$ cat config.mk
export PLATFORM = sky130hd
export DESIGN_NAME = alu_top
export DESIGN_NICKNAME = d
export VERILOG_FILES = /design/src/verilog/alu_pkg.sv /design/src/verilog/alu_dp_if.sv /design/src/verilog/alu_adder.sv /design/src/verilog/alu_shifter.sv /design/src/verilog/alu_compare.sv /design/src/verilog/alu_bitcount.sv /design/src/verilog/alu_core.sv /design/src/verilog/alu_top.sv
export SDC_FILE = /design/constraint.sdc
export NUM_CORES = 1
export LEC_CHECK = 0
export BUFFER_PORTS_ARGS = -buffer_cell sky130_fd_sc_hd__buf_2
export CORE_ASPECT_RATIO = 1.75
export CORE_MARGIN = 4
export CORE_UTILIZATION = 40
export DETAILED_ROUTE_END_ITERATION = 12
export HOLD_SLACK_MARGIN = 0.06
export RECOVER_POWER = 25
export SYNTH_ARGS = -nofsm -noshare
export SYNTH_HDL_FRONTEND = slang
export SYNTH_HIERARCHICAL = 1
export SYNTH_SLANG_ARGS = --single-unit
$ cat constraint.sdc
create_clock -name clk_i -period 28.2 [get_ports clk_i]
set_input_delay 1.41 -clock clk_i [delete_from_list [all_inputs] [get_ports clk_i]]
set_output_delay 1.41 -clock clk_i [all_outputs]
set_load 0.1 [all_outputs]
$ cat src/verilog/alu_pkg.sv
/*
 * widths, operator codes and class helpers for the RV32 ALU
 * operator codes are local to this design, not RISC-V funct fields
 */
`default_nettype none

package alu_pkg;

  //////////////////////
  // widths
  //////////////////////
  localparam int unsigned XLEN    = 32;
  // shift amount comes from the low bits of operand b
  localparam int unsigned SHAMT_W = 5;
  // a bit count can reach XLEN, so one extra bit
  localparam int unsigned CNT_W   = 6;

  typedef logic [XLEN-1:0] alu_word_t;

  //////////////////////
  // operators
  //////////////////////
  typedef enum logic [4:0] {
    // adder
    ALU_ADD, ALU_SUB,
    // bitwise, with negated-b forms
    ALU_XOR, ALU_OR, ALU_AND, ALU_XNOR, ALU_ORN, ALU_ANDN,
    // shifts
    ALU_SRA, ALU_SRL, ALU_SLL,
    // compares
    ALU_LT, ALU_LTU, ALU_GE, ALU_GEU, ALU_EQ, ALU_NE, ALU_SLT, ALU_SLTU,
    // min / max
    ALU_MIN, ALU_MINU, ALU_MAX, ALU_MAXU,
    // bit counting
    ALU_CLZ, ALU_CTZ, ALU_PCNT
  } alu_op_e;

  // compares plus min/max, all of them run a - b through the adder
  function automatic logic is_cmp_op(alu_op_e op);
    logic res;
    case (op)
      ALU_EQ, ALU_NE, ALU_LT, ALU_LTU, ALU_GE, ALU_GEU,
      ALU_SLT, ALU_SLTU, ALU_MIN, ALU_MAX, ALU_MINU, ALU_MAXU: res = 1'b1;
      default: res = 1'b0;
    endcase
    return res;
  endfunction

  // operators that treat the operands as two's complement
  function automatic logic is_signed_cmp(alu_op_e op);
    logic res;
    case (op)
      ALU_LT, ALU_GE, ALU_SLT, ALU_MIN, ALU_MAX: res = 1'b1;
      default: res = 1'b0;
    endcase
    return res;
  endfunction

endpackage

`default_nettype wire

$ cat src/verilog/alu_dp_if.sv
/*
 * request and adder sum bundle inside the ALU core
 * purely combinational, valid for the request held by the top
 */
`timescale 1ns/1ps
`default_nettype none

interface alu_dp_if
  import alu_pkg::*;
();

  // request as seen by the core
  alu_op_e   op;
  alu_word_t operand_a;
  alu_word_t operand_b;
  // upper XLEN bits of the 33-bit adder
  alu_word_t adder_sum;

  modport core_mp (
    output op,
    output operand_a,
    output operand_b,
    input  adder_sum
  );

  modport adder_mp (
    input  op,
    input  operand_a,
    input  operand_b,
    output adder_sum
  );

  modport compare_mp (
    input  op,
    input  operand_a,
    input  operand_b,
    input  adder_sum
  );

endinterface

`default_nettype wire

$ cat src/verilog/alu_adder.sv
/*
 * shared adder for add, sub and every compare
 * subtraction uses a 33-bit add with the carry-in folded into bit 0
 */
`timescale 1ns/1ps
`default_nettype none

module alu_adder
  import alu_pkg::*;
(
  alu_dp_if.adder_mp dp
);

  logic          negate_b;
  logic [XLEN:0] adder_in_a;
  logic [XLEN:0] adder_in_b;
  logic [XLEN:0] adder_out;

  // sub and all compare / min / max forms compute a - b
  assign negate_b = (dp.op == ALU_SUB) || is_cmp_op(dp.op);

  // operand a gets a constant 1 below its lsb
  assign adder_in_a = {dp.operand_a, 1'b1};

  // operand b sits one bit up
  // inverting the whole 33 bits turns the low 0 into 1,
  // so 1 + 1 in the low column carries the +1 of two's complement
  always_comb begin
    if (negate_b) begin
      adder_in_b = ~{dp.operand_b, 1'b0};
    end else begin
      adder_in_b = {dp.operand_b, 1'b0};
    end
  end

  // bit 0 of the sum is only the carry helper
  assign adder_out = adder_in_a + adder_in_b;

  // drop the helper column, wraps modulo 2^XLEN
  assign dp.adder_sum = adder_out[XLEN:1];

endmodule

`default_nettype wire

$ cat src/verilog/alu_shifter.sv
/*
 * sll, srl and sra on one 33-bit arithmetic right shifter
 * only the low SHAMT_W bits of operand b are used as the amount
 * left shifts reverse the operand before and after the shift
 */
`timescale 1ns/1ps
`default_nettype none

module alu_shifter
  import alu_pkg::*;
(
  input  alu_op_e   op_i,
  input  alu_word_t operand_a_i,
  input  alu_word_t operand_b_i,
  output alu_word_t shift_result_o
);

  logic               shift_left;
  logic               shift_arith;
  logic [SHAMT_W-1:0] shift_amt;
  alu_word_t          operand_a_rev;
  alu_word_t          shift_in;
  logic [XLEN:0]      shift_ext;
  alu_word_t          shift_raw;
  alu_word_t          shift_raw_rev;

  assign shift_left  = (op_i == ALU_SLL);
  assign shift_arith = (op_i == ALU_SRA);

  // amount above 31 wraps, e.g. 33 shifts by 1
  assign shift_amt = operand_b_i[SHAMT_W-1:0];

  // bit reversal of operand a, msb lands at bit 0
  for (genvar k = 0; k < XLEN; k++) begin : gen_rev_in
    assign operand_a_rev[k] = operand_a_i[XLEN-1-k];
  end

  // left shift is done as a right shift of the reversed word
  assign shift_in = shift_left ? operand_a_rev : operand_a_i;

  // extension bit is the sign only for sra, zero otherwise
  // sll reaches here reversed, so zeros enter from the right after undoing it
  assign shift_ext = $signed({shift_arith & shift_in[XLEN-1], shift_in}) >>> shift_amt;

  assign shift_raw = shift_ext[XLEN-1:0];

  // undo the reversal for sll
  for (genvar k = 0; k < XLEN; k++) begin : gen_rev_out
    assign shift_raw_rev[k] = shift_raw[XLEN-1-k];
  end

  always_comb begin
    if (shift_left) begin
      shift_result_o = shift_raw_rev;
    end else begin
      shift_result_o = shift_raw;
    end
  end

endmodule

`default_nettype wire

$ cat src/verilog/alu_compare.sv
/*
 * compare and min/max, derived from the a - b sum of the adder
 * cmp_result_o is meaningful only for compare and min/max operators
 */
`timescale 1ns/1ps
`default_nettype none

module alu_compare
  import alu_pkg::*;
(
  alu_dp_if.compare_mp dp,
  output logic         cmp_result_o,
  output alu_word_t    minmax_result_o
);

  logic is_equal;
  logic is_greater_equal;
  logic cmp_signed;
  logic sign_a;
  logic sign_b;

  assign cmp_signed = is_signed_cmp(dp.op);
  assign sign_a     = dp.operand_a[XLEN-1];
  assign sign_b     = dp.operand_b[XLEN-1];

  // a - b is zero only when a equals b
  assign is_equal = (dp.adder_sum == '0);

  // equal msbs, the difference cannot overflow so its sign decides
  // differing msbs, a wins unsigned when its msb is set
  // and loses signed, hence the xor with the signed flag
  always_comb begin
    if (sign_a == sign_b) begin
      is_greater_equal = ~dp.adder_sum[XLEN-1];
    end else begin
      is_greater_equal = sign_a ^ cmp_signed;
    end
  end

  // per-operator view of the comparison
  always_comb begin
    case (dp.op)
      ALU_EQ:   cmp_result_o = is_equal;
      ALU_NE:   cmp_result_o = ~is_equal;
      ALU_GE, ALU_GEU,
      ALU_MAX, ALU_MAXU: cmp_result_o = is_greater_equal;
      ALU_LT, ALU_LTU,
      ALU_SLT, ALU_SLTU,
      ALU_MIN, ALU_MINU: cmp_result_o = ~is_greater_equal;
      default:  cmp_result_o = 1'b0;
    endcase
  end

  // min picks a when a < b, max picks a when a >= b
  always_comb begin
    if (cmp_result_o) begin
      minmax_result_o = dp.operand_a;
    end else begin
      minmax_result_o = dp.operand_b;
    end
  end

endmodule

`default_nettype wire

$ cat src/verilog/alu_bitcount.sv
/*
 * clz, ctz and pcnt over operand a
 * zero input gives XLEN for clz and ctz
 */
`timescale 1ns/1ps
`default_nettype none

module alu_bitcount
  import alu_pkg::*;
(
  input  alu_op_e          op_i,
  input  alu_word_t        operand_a_i,
  output logic [CNT_W-1:0] count_o
);

  logic      bitcnt_ctz;
  logic      bitcnt_pcnt;
  alu_word_t operand_a_rev;
  alu_word_t bitcnt_bits;

  assign bitcnt_ctz  = (op_i == ALU_CTZ);
  assign bitcnt_pcnt = (op_i == ALU_PCNT);

  // clz scans from the msb, so count trailing ones of the reversed word
  for (genvar k = 0; k < XLEN; k++) begin : gen_rev
    assign operand_a_rev[k] = operand_a_i[XLEN-1-k];
  end

  // zeros of interest become ones, pcnt counts the raw ones
  always_comb begin
    if (bitcnt_pcnt) begin
      bitcnt_bits = operand_a_i;
    end else if (bitcnt_ctz) begin
      bitcnt_bits = ~operand_a_i;
    end else begin
      bitcnt_bits = ~operand_a_rev;
    end
  end

  // ripple count from bit 0
  // the enable drops at the first zero, pcnt keeps it on throughout
  always_comb begin
    logic enable;
    enable  = 1'b1;
    count_o = '0;
    for (int unsigned i = 0; i < XLEN; i++) begin
      if (enable) begin
        count_o = count_o + CNT_W'(bitcnt_bits[i]);
      end
      enable = bitcnt_pcnt || (enable && bitcnt_bits[i]);
    end
  end

endmodule

`default_nettype wire

$ cat src/verilog/alu_core.sv
/*
 * combinational ALU datapath, zero-cycle latency
 * operands must be stable for the whole evaluation, the top holds them
 */
`timescale 1ns/1ps
`default_nettype none

module alu_core
  import alu_pkg::*;
(
  input  alu_op_e   op_i,
  input  alu_word_t operand_a_i,
  input  alu_word_t operand_b_i,
  output alu_word_t result_o,
  output logic      cmp_result_o
);

  alu_word_t        shift_result;
  alu_word_t        minmax_result;
  logic [CNT_W-1:0] bitcnt_result;
  logic             bwlogic_negate;
  alu_word_t        bwlogic_operand_b;
  alu_word_t        bwlogic_result;

  alu_dp_if dp ();

  // request into the shared bundle
  assign dp.op        = op_i;
  assign dp.operand_a = operand_a_i;
  assign dp.operand_b = operand_b_i;

  //////////////////////
  // units
  //////////////////////
  alu_adder u_adder (
    .dp (dp.adder_mp)
  );

  alu_shifter u_shifter (
    .op_i           (op_i),
    .operand_a_i    (operand_a_i),
    .operand_b_i    (operand_b_i),
    .shift_result_o (shift_result)
  );

  alu_compare u_compare (
    .dp              (dp.compare_mp),
    .cmp_result_o    (cmp_result_o),
    .minmax_result_o (minmax_result)
  );

  alu_bitcount u_bitcount (
    .op_i        (op_i),
    .operand_a_i (operand_a_i),
    .count_o     (bitcnt_result)
  );

  //////////////////////
  // bitwise logic
  //////////////////////
  // xnor, orn and andn are the plain ops with b inverted
  assign bwlogic_negate    = (op_i == ALU_XNOR) || (op_i == ALU_ORN) || (op_i == ALU_ANDN);
  assign bwlogic_operand_b = bwlogic_negate ? ~operand_b_i : operand_b_i;

  always_comb begin
    case (op_i)
      ALU_OR, ALU_ORN:   bwlogic_result = operand_a_i | bwlogic_operand_b;
      ALU_AND, ALU_ANDN: bwlogic_result = operand_a_i & bwlogic_operand_b;
      default:           bwlogic_result = operand_a_i ^ bwlogic_operand_b;
    endcase
  end

  //////////////////////
  // result mux
  //////////////////////
  always_comb begin
    case (op_i)
      ALU_XOR, ALU_OR, ALU_AND,
      ALU_XNOR, ALU_ORN, ALU_ANDN: result_o = bwlogic_result;
      ALU_ADD, ALU_SUB:            result_o = dp.adder_sum;
      ALU_SLL, ALU_SRL, ALU_SRA:   result_o = shift_result;
      // compare bit goes out as 0 or 1
      ALU_EQ, ALU_NE, ALU_LT, ALU_LTU, ALU_GE, ALU_GEU,
      ALU_SLT, ALU_SLTU: result_o = {{(XLEN-1){1'b0}}, cmp_result_o};
      ALU_MIN, ALU_MINU,
      ALU_MAX, ALU_MAXU:           result_o = minmax_result;
      ALU_CLZ, ALU_CTZ, ALU_PCNT:  result_o = {{(XLEN-CNT_W){1'b0}}, bitcnt_result};
      default:                     result_o = '0;
    endcase
  end

endmodule

`default_nettype wire

$ cat src/verilog/alu_top.sv
/*
 * registered ALU behind a four-phase req/ack handshake, one request in flight
 * op and operands are sampled once, on the capture edge
 * ack rises two edges after req is sampled and falls once req is seen low
 */
`timescale 1ns/1ps
`default_nettype none

module alu_top
  import alu_pkg::*;
(
  input  logic      clk_i,
  input  logic      rst_n_i,
  input  logic      req_i,
  input  alu_op_e   op_i,
  input  alu_word_t operand_a_i,
  input  alu_word_t operand_b_i,
  output logic      ack_o,
  output alu_word_t result_o,
  output logic      cmp_result_o
);

  typedef enum logic [1:0] {
    ST_IDLE,
    ST_COMPUTE,
    ST_ACK
  } hs_state_e;

  hs_state_e state_q;
  logic      ack_q;
  logic      capture;
  alu_op_e   op_q;
  alu_word_t operand_a_q;
  alu_word_t operand_b_q;
  alu_word_t result_q;
  logic      cmp_result_q;
  alu_word_t core_result;
  logic      core_cmp_result;

  // new request only while idle with ack already low
  assign capture = req_i && !ack_q && (state_q == ST_IDLE);

  //////////////////////
  // handshake FSM
  //////////////////////
  always_ff @(posedge clk_i) begin
    if (!rst_n_i) begin
      state_q      <= ST_IDLE;
      ack_q        <= 1'b0;
      result_q     <= '0;
      cmp_result_q <= 1'b0;
    end else begin
      case (state_q)
        ST_IDLE: begin
          if (capture) begin
            state_q <= ST_COMPUTE;
          end
        end
        ST_COMPUTE: begin
          // core output settled from the captured request
          state_q      <= ST_ACK;
          ack_q        <= 1'b1;
          result_q     <= core_result;
          cmp_result_q <= is_cmp_op(op_q) & core_cmp_result;
        end
        ST_ACK: begin
          // results stay held while the requester keeps req high
          if (!req_i) begin
            state_q <= ST_IDLE;
            ack_q   <= 1'b0;
          end
        end
        default: state_q <= ST_IDLE;
      endcase
    end
  end

  // request registers
  always_ff @(posedge clk_i) begin
    if (capture) begin
      op_q        <= op_i;
      operand_a_q <= operand_a_i;
      operand_b_q <= operand_b_i;
    end
  end

  alu_core u_core (
    .op_i         (op_q),
    .operand_a_i  (operand_a_q),
    .operand_b_i  (operand_b_q),
    .result_o     (core_result),
    .cmp_result_o (core_cmp_result)
  );

  assign ack_o        = ack_q;
  assign result_o     = result_q;
  assign cmp_result_o = cmp_result_q;

endmodule

`default_nettype wire

==> metrics.txt <==
# TYPE chip_impl_metric gauge
chip_impl_metric{name="final.setup_skew",unit="ns"} 0.0125
chip_impl_metric{name="global_route.overflow_total",unit=""} 0
chip_impl_metric{name="hold_buffers",unit=""} 0
chip_impl_metric{name="floorplan.rows",unit=""} 105
chip_impl_metric{name="grt_antenna_before_repair",unit=""} 0
chip_impl_metric{name="ir_drop",unit="mV"} 0.0326
chip_impl_metric{name="final_hold_vio_count",unit=""} 0
chip_impl_info{name="clock_tree.root_cell",value="sky130_fd_sc_hd__clkbuf_16"} 1
chip_impl_metric{name="ys_seq_elements",unit=""} 106
chip_impl_metric{name="vias",unit=""} 18364
chip_impl_metric{name="largest_net_degree_at_the_start_of_global_routing",unit=""} 73
chip_impl_info{name="leading_register_cell_type_out_of_synthesis",value="sky130_fd_sc_hd__edfxtp_1"} 1
chip_impl_info{name="min_to",value="result_o[18]$_SDFFE_PN0P_"} 1
chip_impl_metric{name="timing.hold.worst_path_depth",unit=""} 2
chip_impl_metric{name="drtPass1Iterations",unit=""} 6
chip_impl_info{name="tritoncts",value="built"} 1
chip_impl_metric{name="timing.critical_path.buf_inv",unit=""} 5
chip_impl_info{name="most_heavily_used_metal_layer_in_global_routing",value="met2"} 1
chip_impl_metric{name="synth_edf_count",unit=""} 69
chip_impl_metric{name="sink_count",unit=""} 106
chip_impl_metric{name="max-cap-violations",unit=""} 0
chip_impl_metric{name="grt.met3_usage",unit="%"} 2.98
chip_impl_metric{name="share_of_synthesized_area_occupied_by_flip_flops_and_latches",unit="%"} 14.7
chip_impl_info{name="hold_class",value="reg -> reg"} 1
chip_impl_info{name="post-synth-top-area-cell",value="sky130_fd_sc_hd__edfxtp_1"} 1
chip_impl_metric{name="ff_latch_area",unit="sq mm"} 0.00281
chip_impl_metric{name="clk_latency",unit="ns"} 0.40
chip_impl_metric{name="worst_pin_slew",unit="ns"} 1.03
chip_impl_metric{name="final_max_slew_viol_count",unit=""} 0
chip_impl_metric{name="max_transition_margin",unit="%"} 31.6
chip_impl_metric{name="global_route_met2_usage",unit="%"} 50.1
chip_impl_metric{name="x_dimension_of_the_die",unit="microns"} 173
chip_impl_metric{name="area_growth_syn_to_layout",unit="%"} 5.95
chip_impl_metric{name="synth.distinct_cells",unit=""} 126
chip_impl_metric{name="fp.dieArea",unit="sq mm"} 0.0514
chip_impl_metric{name="cp_slowest_stage_delay",unit="ns"} 0.77
chip_impl_metric{name="crit_required",unit="ns"} 28.49
chip_impl_metric{name="initial_core_util",unit="%"} 40.6
chip_impl_metric{name="grt.total_usage",unit="%"} 26.3
chip_impl_metric{name="mappedNetlistNets",unit=""} 2538
chip_impl_info{name="rsz0062_at_grt",value="no"} 1
chip_impl_info{name="slowest_stage_cell_on_the_critical_path",value="sky130_fd_sc_hd__edfxtp_1"} 1
chip_impl_metric{name="detail_placement_hpwl",unit="microns"} 54600
chip_impl_metric{name="io_buffer_count",unit=""} 105
chip_impl_metric{name="setup_tns",unit="ns"} 0
chip_impl_metric{name="cellPowerDensity",unit="mW/mm^2"} 44.0
chip_impl_metric{name="netlist_instances",unit=""} 2310
chip_impl_metric{name="synth_area",unit="sq mm"} 0.0191
chip_impl_info{name="critPathLaunchType",value="register"} 1
chip_impl_info{name="status",value="finished clean"} 1
chip_impl_metric{name="synthesis.yosys.warnings",unit=""} 6
chip_impl_info{name="crit_type",value="reg -> reg"} 1
chip_impl_metric{name="routed_via_density",unit=""} 6.28
chip_impl_metric{name="finalHoldWorstSlack",unit="ns"} 0.449
chip_impl_metric{name="drt_drc_violations_left",unit=""} 0
chip_impl_metric{name="cts_inserted_buffers",unit=""} 9
chip_impl_metric{name="cts_buffer_depth",unit=""} 2
chip_impl_metric{name="cellLeakagePower",unit="uW"} 0.00850
chip_impl_metric{name="max_freq",unit="MHz"} 43.0
chip_impl_metric{name="cts_max_level",unit=""} 3
chip_impl_metric{name="routed_wire_length_per_instance",unit="microns"} 24.1
chip_impl_info{name="post_synth_main_area_contributors",value="sky130_fd_sc_hd__edfxtp_1, sky130_fd_sc_hd__ha_1, sky130_fd_sc_hd__nand2_1, sky130_fd_sc_hd__xnor2_1, sky130_fd_sc_hd__dfxtp_1"} 1
chip_impl_metric{name="worst_r2r_path_depth",unit=""} 106
chip_impl_metric{name="area_share_of_the_leading_cell_type_in_the_synthesized_netlist",unit="%"} 10.9
chip_impl_info{name="worstHoldStart",value="result_o[18]$_SDFFE_PN0P_"} 1
chip_impl_metric{name="cts_resized",unit=""} 0
chip_impl_info{name="path_common_cell",value="sky130_fd_sc_hd__ha_1"} 1
chip_impl_metric{name="ios",unit=""} 106
chip_impl_metric{name="drive_above_1_share",unit="%"} 17.0
chip_impl_info{name="r2r_end",value="result_o[5]$_SDFFE_PN0P_"} 1
chip_impl_info{name="crit_end_element",value="register"} 1
chip_impl_metric{name="avgSynthCellArea",unit="sq um"} 8.26
chip_impl_metric{name="grt_first_pass_wirelength",unit="microns"} 107000
chip_impl_metric{name="drt_wl_total",unit="microns"} 70400
chip_impl_metric{name="antenna_left",unit=""} 0
chip_impl_metric{name="worstPathArrival",unit="ns"} 23.53
chip_impl_metric{name="asyncSetResetFlopFracSynth",unit="%"} 0
chip_impl_metric{name="core_area",unit="sq mm"} 0.0470
chip_impl_metric{name="clock_transition_at_the_registers_of_the_reported_paths",unit="ns"} 0.08
chip_impl_metric{name="post_cts.repair.setup_buffers",unit=""} 0
chip_impl_metric{name="r2r_slack",unit="ns"} 4.96
chip_impl_metric{name="multi_input_area",unit="sq mm"} 0.0151
chip_impl_metric{name="worstPathMaxFanout",unit=""} 54
chip_impl_metric{name="met1_routing_resource_usage_after_global_routing",unit="%"} 26.6
chip_impl_metric{name="initialDrtViolationCount",unit=""} 1188
chip_impl_metric{name="n_fill_cell",unit=""} 4755
chip_impl_info{name="path_delay_family",value="adder cells"} 1
chip_impl_metric{name="grt_pass1_vias",unit=""} 18465
chip_impl_metric{name="chipHeight",unit="microns"} 297
chip_impl_metric{name="gpl.final_weighted_congestion",unit=""} 1.09
chip_impl_info{name="ff_to_ff_start",value="op_q[2]$_DFFE_PN_"} 1
chip_impl_metric{name="final_nets",unit=""} 2559
chip_impl_metric{name="timing.final.setup_violations",unit=""} 0
chip_impl_metric{name="final.min_clock_period",unit="ns"} 23.24
chip_impl_metric{name="final_min_period_over_clock_period",unit="%"} 82.4
[per-layer routing]
layer	up-vias	routed length [microns]
li1	8602	-
met1	8933	25100
met2	622	37400
met3	207	2790
met4	0	5080
met5	-	0
[synth_stat cells, types with 24 or more instances]
cell type,instances
sky130_fd_sc_hd__inv_1,104
sky130_fd_sc_hd__nand2b_1,45
sky130_fd_sc_hd__o211ai_1,24
sky130_fd_sc_hd__mux2_4,30
sky130_fd_sc_hd__or2_2,26
sky130_fd_sc_hd__mux2i_1,53
sky130_fd_sc_hd__a2bb2oi_1,28
sky130_fd_sc_hd__a21boi_1,31
sky130_fd_sc_hd__nor2b_1,26
sky130_fd_sc_hd__xor2_1,74
sky130_fd_sc_hd__o22ai_1,25
sky130_fd_sc_hd__a21oi_1,120
sky130_fd_sc_hd__mux2_2,35
sky130_fd_sc_hd__edfxtp_1,69
sky130_fd_sc_hd__a21o_1,27
sky130_fd_sc_hd__ha_1,156
sky130_fd_sc_hd__nor2_1,136
sky130_fd_sc_hd__dfxtp_1,37
sky130_fd_sc_hd__a211oi_1,35
sky130_fd_sc_hd__nand4_1,32
sky130_fd_sc_hd__nor3_1,42
sky130_fd_sc_hd__xor2_2,33
sky130_fd_sc_hd__nand3_1,85
sky130_fd_sc_hd__a22oi_1,82
sky130_fd_sc_hd__buf_2,29
sky130_fd_sc_hd__o21ai_0,111
sky130_fd_sc_hd__clkbuf_1,68
sky130_fd_sc_hd__nand2_1,243
sky130_fd_sc_hd__xnor2_1,87
[cells in the final DEF, fill, tap and decap left out, types with 69 or more instances in the layout]
cell                         n
sky130_fd_sc_hd__nand2_1   243
sky130_fd_sc_hd__xor2_1     74
sky130_fd_sc_hd__buf_2     105
sky130_fd_sc_hd__edfxtp_1   69
sky130_fd_sc_hd__o21ai_0   111
sky130_fd_sc_hd__ha_1      156
sky130_fd_sc_hd__nor2_1    135
sky130_fd_sc_hd__a22oi_1    82
sky130_fd_sc_hd__inv_1     104
sky130_fd_sc_hd__nand3_1    85
sky130_fd_sc_hd__a21oi_1   120
sky130_fd_sc_hd__xnor2_1    87
[per-stage QoR]
step / power [uW] / area (sq um) / setup WS [ns] / utilization [%] / cells
detailed placement: 750 / 19900 / 5.26 / 42.4 / 2908
global route: 946 / 20200 / 3.37 / 43.0 / 2924
finish: 888 / 20200 / 4.96 / 43.0 / 2925
CTS: 887 / 20200 / 5.19 / 43.0 / 2924
floorplan: 604 / 19100 / 7.03 / - / 2310
global placement: 740 / 19900 / 6.09 / 42.4 / 2908
[area by class of cell]
| class | instances | area share [%] |
|---|---|---|
| clock inverter | 7 | 0.291 |
| multi-input combinational | 1955 | 74.7 |
| antenna | 1 | 0.0124 |
| inverter | 108 | 2.01 |
| timing repair buffer | 151 | 4.31 |
| tap | 588 | 3.64 |
| sequential | 106 | 13.9 |
| clock buffer | 9 | 1.11 |
[registers in the layout, summed over array words and instances, names as in the netlist, named ones only]
| signal | cells |
|---|---|
| operand_b_q | 32 |
| result_o | 32 |
| operand_a_q | 32 |
| state_q | 2 |
| op_q | 5 |
| ack_o | 1 |
| cmp_result_o | 1 |
[worst register-to-register path: cells and delay by family (launching register included)]
family	cells	cell delay [ns]
compound gates	27	4.80
xor+xnor	5	0.93
fa+ha+maj	28	8.76
buf+inv	5	0.76
flops	1	0.77
mux	10	2.32
simple gates	31	4.79
[kinds of logic after synthesis]
logic type      synth area share (%)
compound gates                  24.8
xor+xnor                        12.9
fa+ha+maj                       10.4
buf+inv                         6.29
flops                           14.7
mux                             9.94
simple gates                    21.0
[worst max-delay path by stage]
stage                       from                        to  slack (ns)  cells past startpoint
3_3_place_gp   op_q[2]$_DFFE_PN_  result_o[5]$_SDFFE_PN0P_        6.09                    106
4_1_cts        op_q[2]$_DFFE_PN_  result_o[5]$_SDFFE_PN0P_        5.19                    106
2_1_floorplan  op_q[0]$_DFFE_PN_  result_o[5]$_SDFFE_PN0P_        7.03                    110
6_report       op_q[2]$_DFFE_PN_  result_o[5]$_SDFFE_PN0P_        4.96                    106
5_1_grt        op_q[2]$_DFFE_PN_  result_o[5]$_SDFFE_PN0P_        3.37                    106
3_5_place_dp   op_q[2]$_DFFE_PN_  result_o[5]$_SDFFE_PN0P_        5.26                    106
[power breakdown]
part           leakage [uW]  internal (uW)  switching [uW]
clock              0.000140           61.6            69.2
combinational       0.00740            211             347
sequential         0.000957            179            20.5
(Power assumes the default switching activity.)
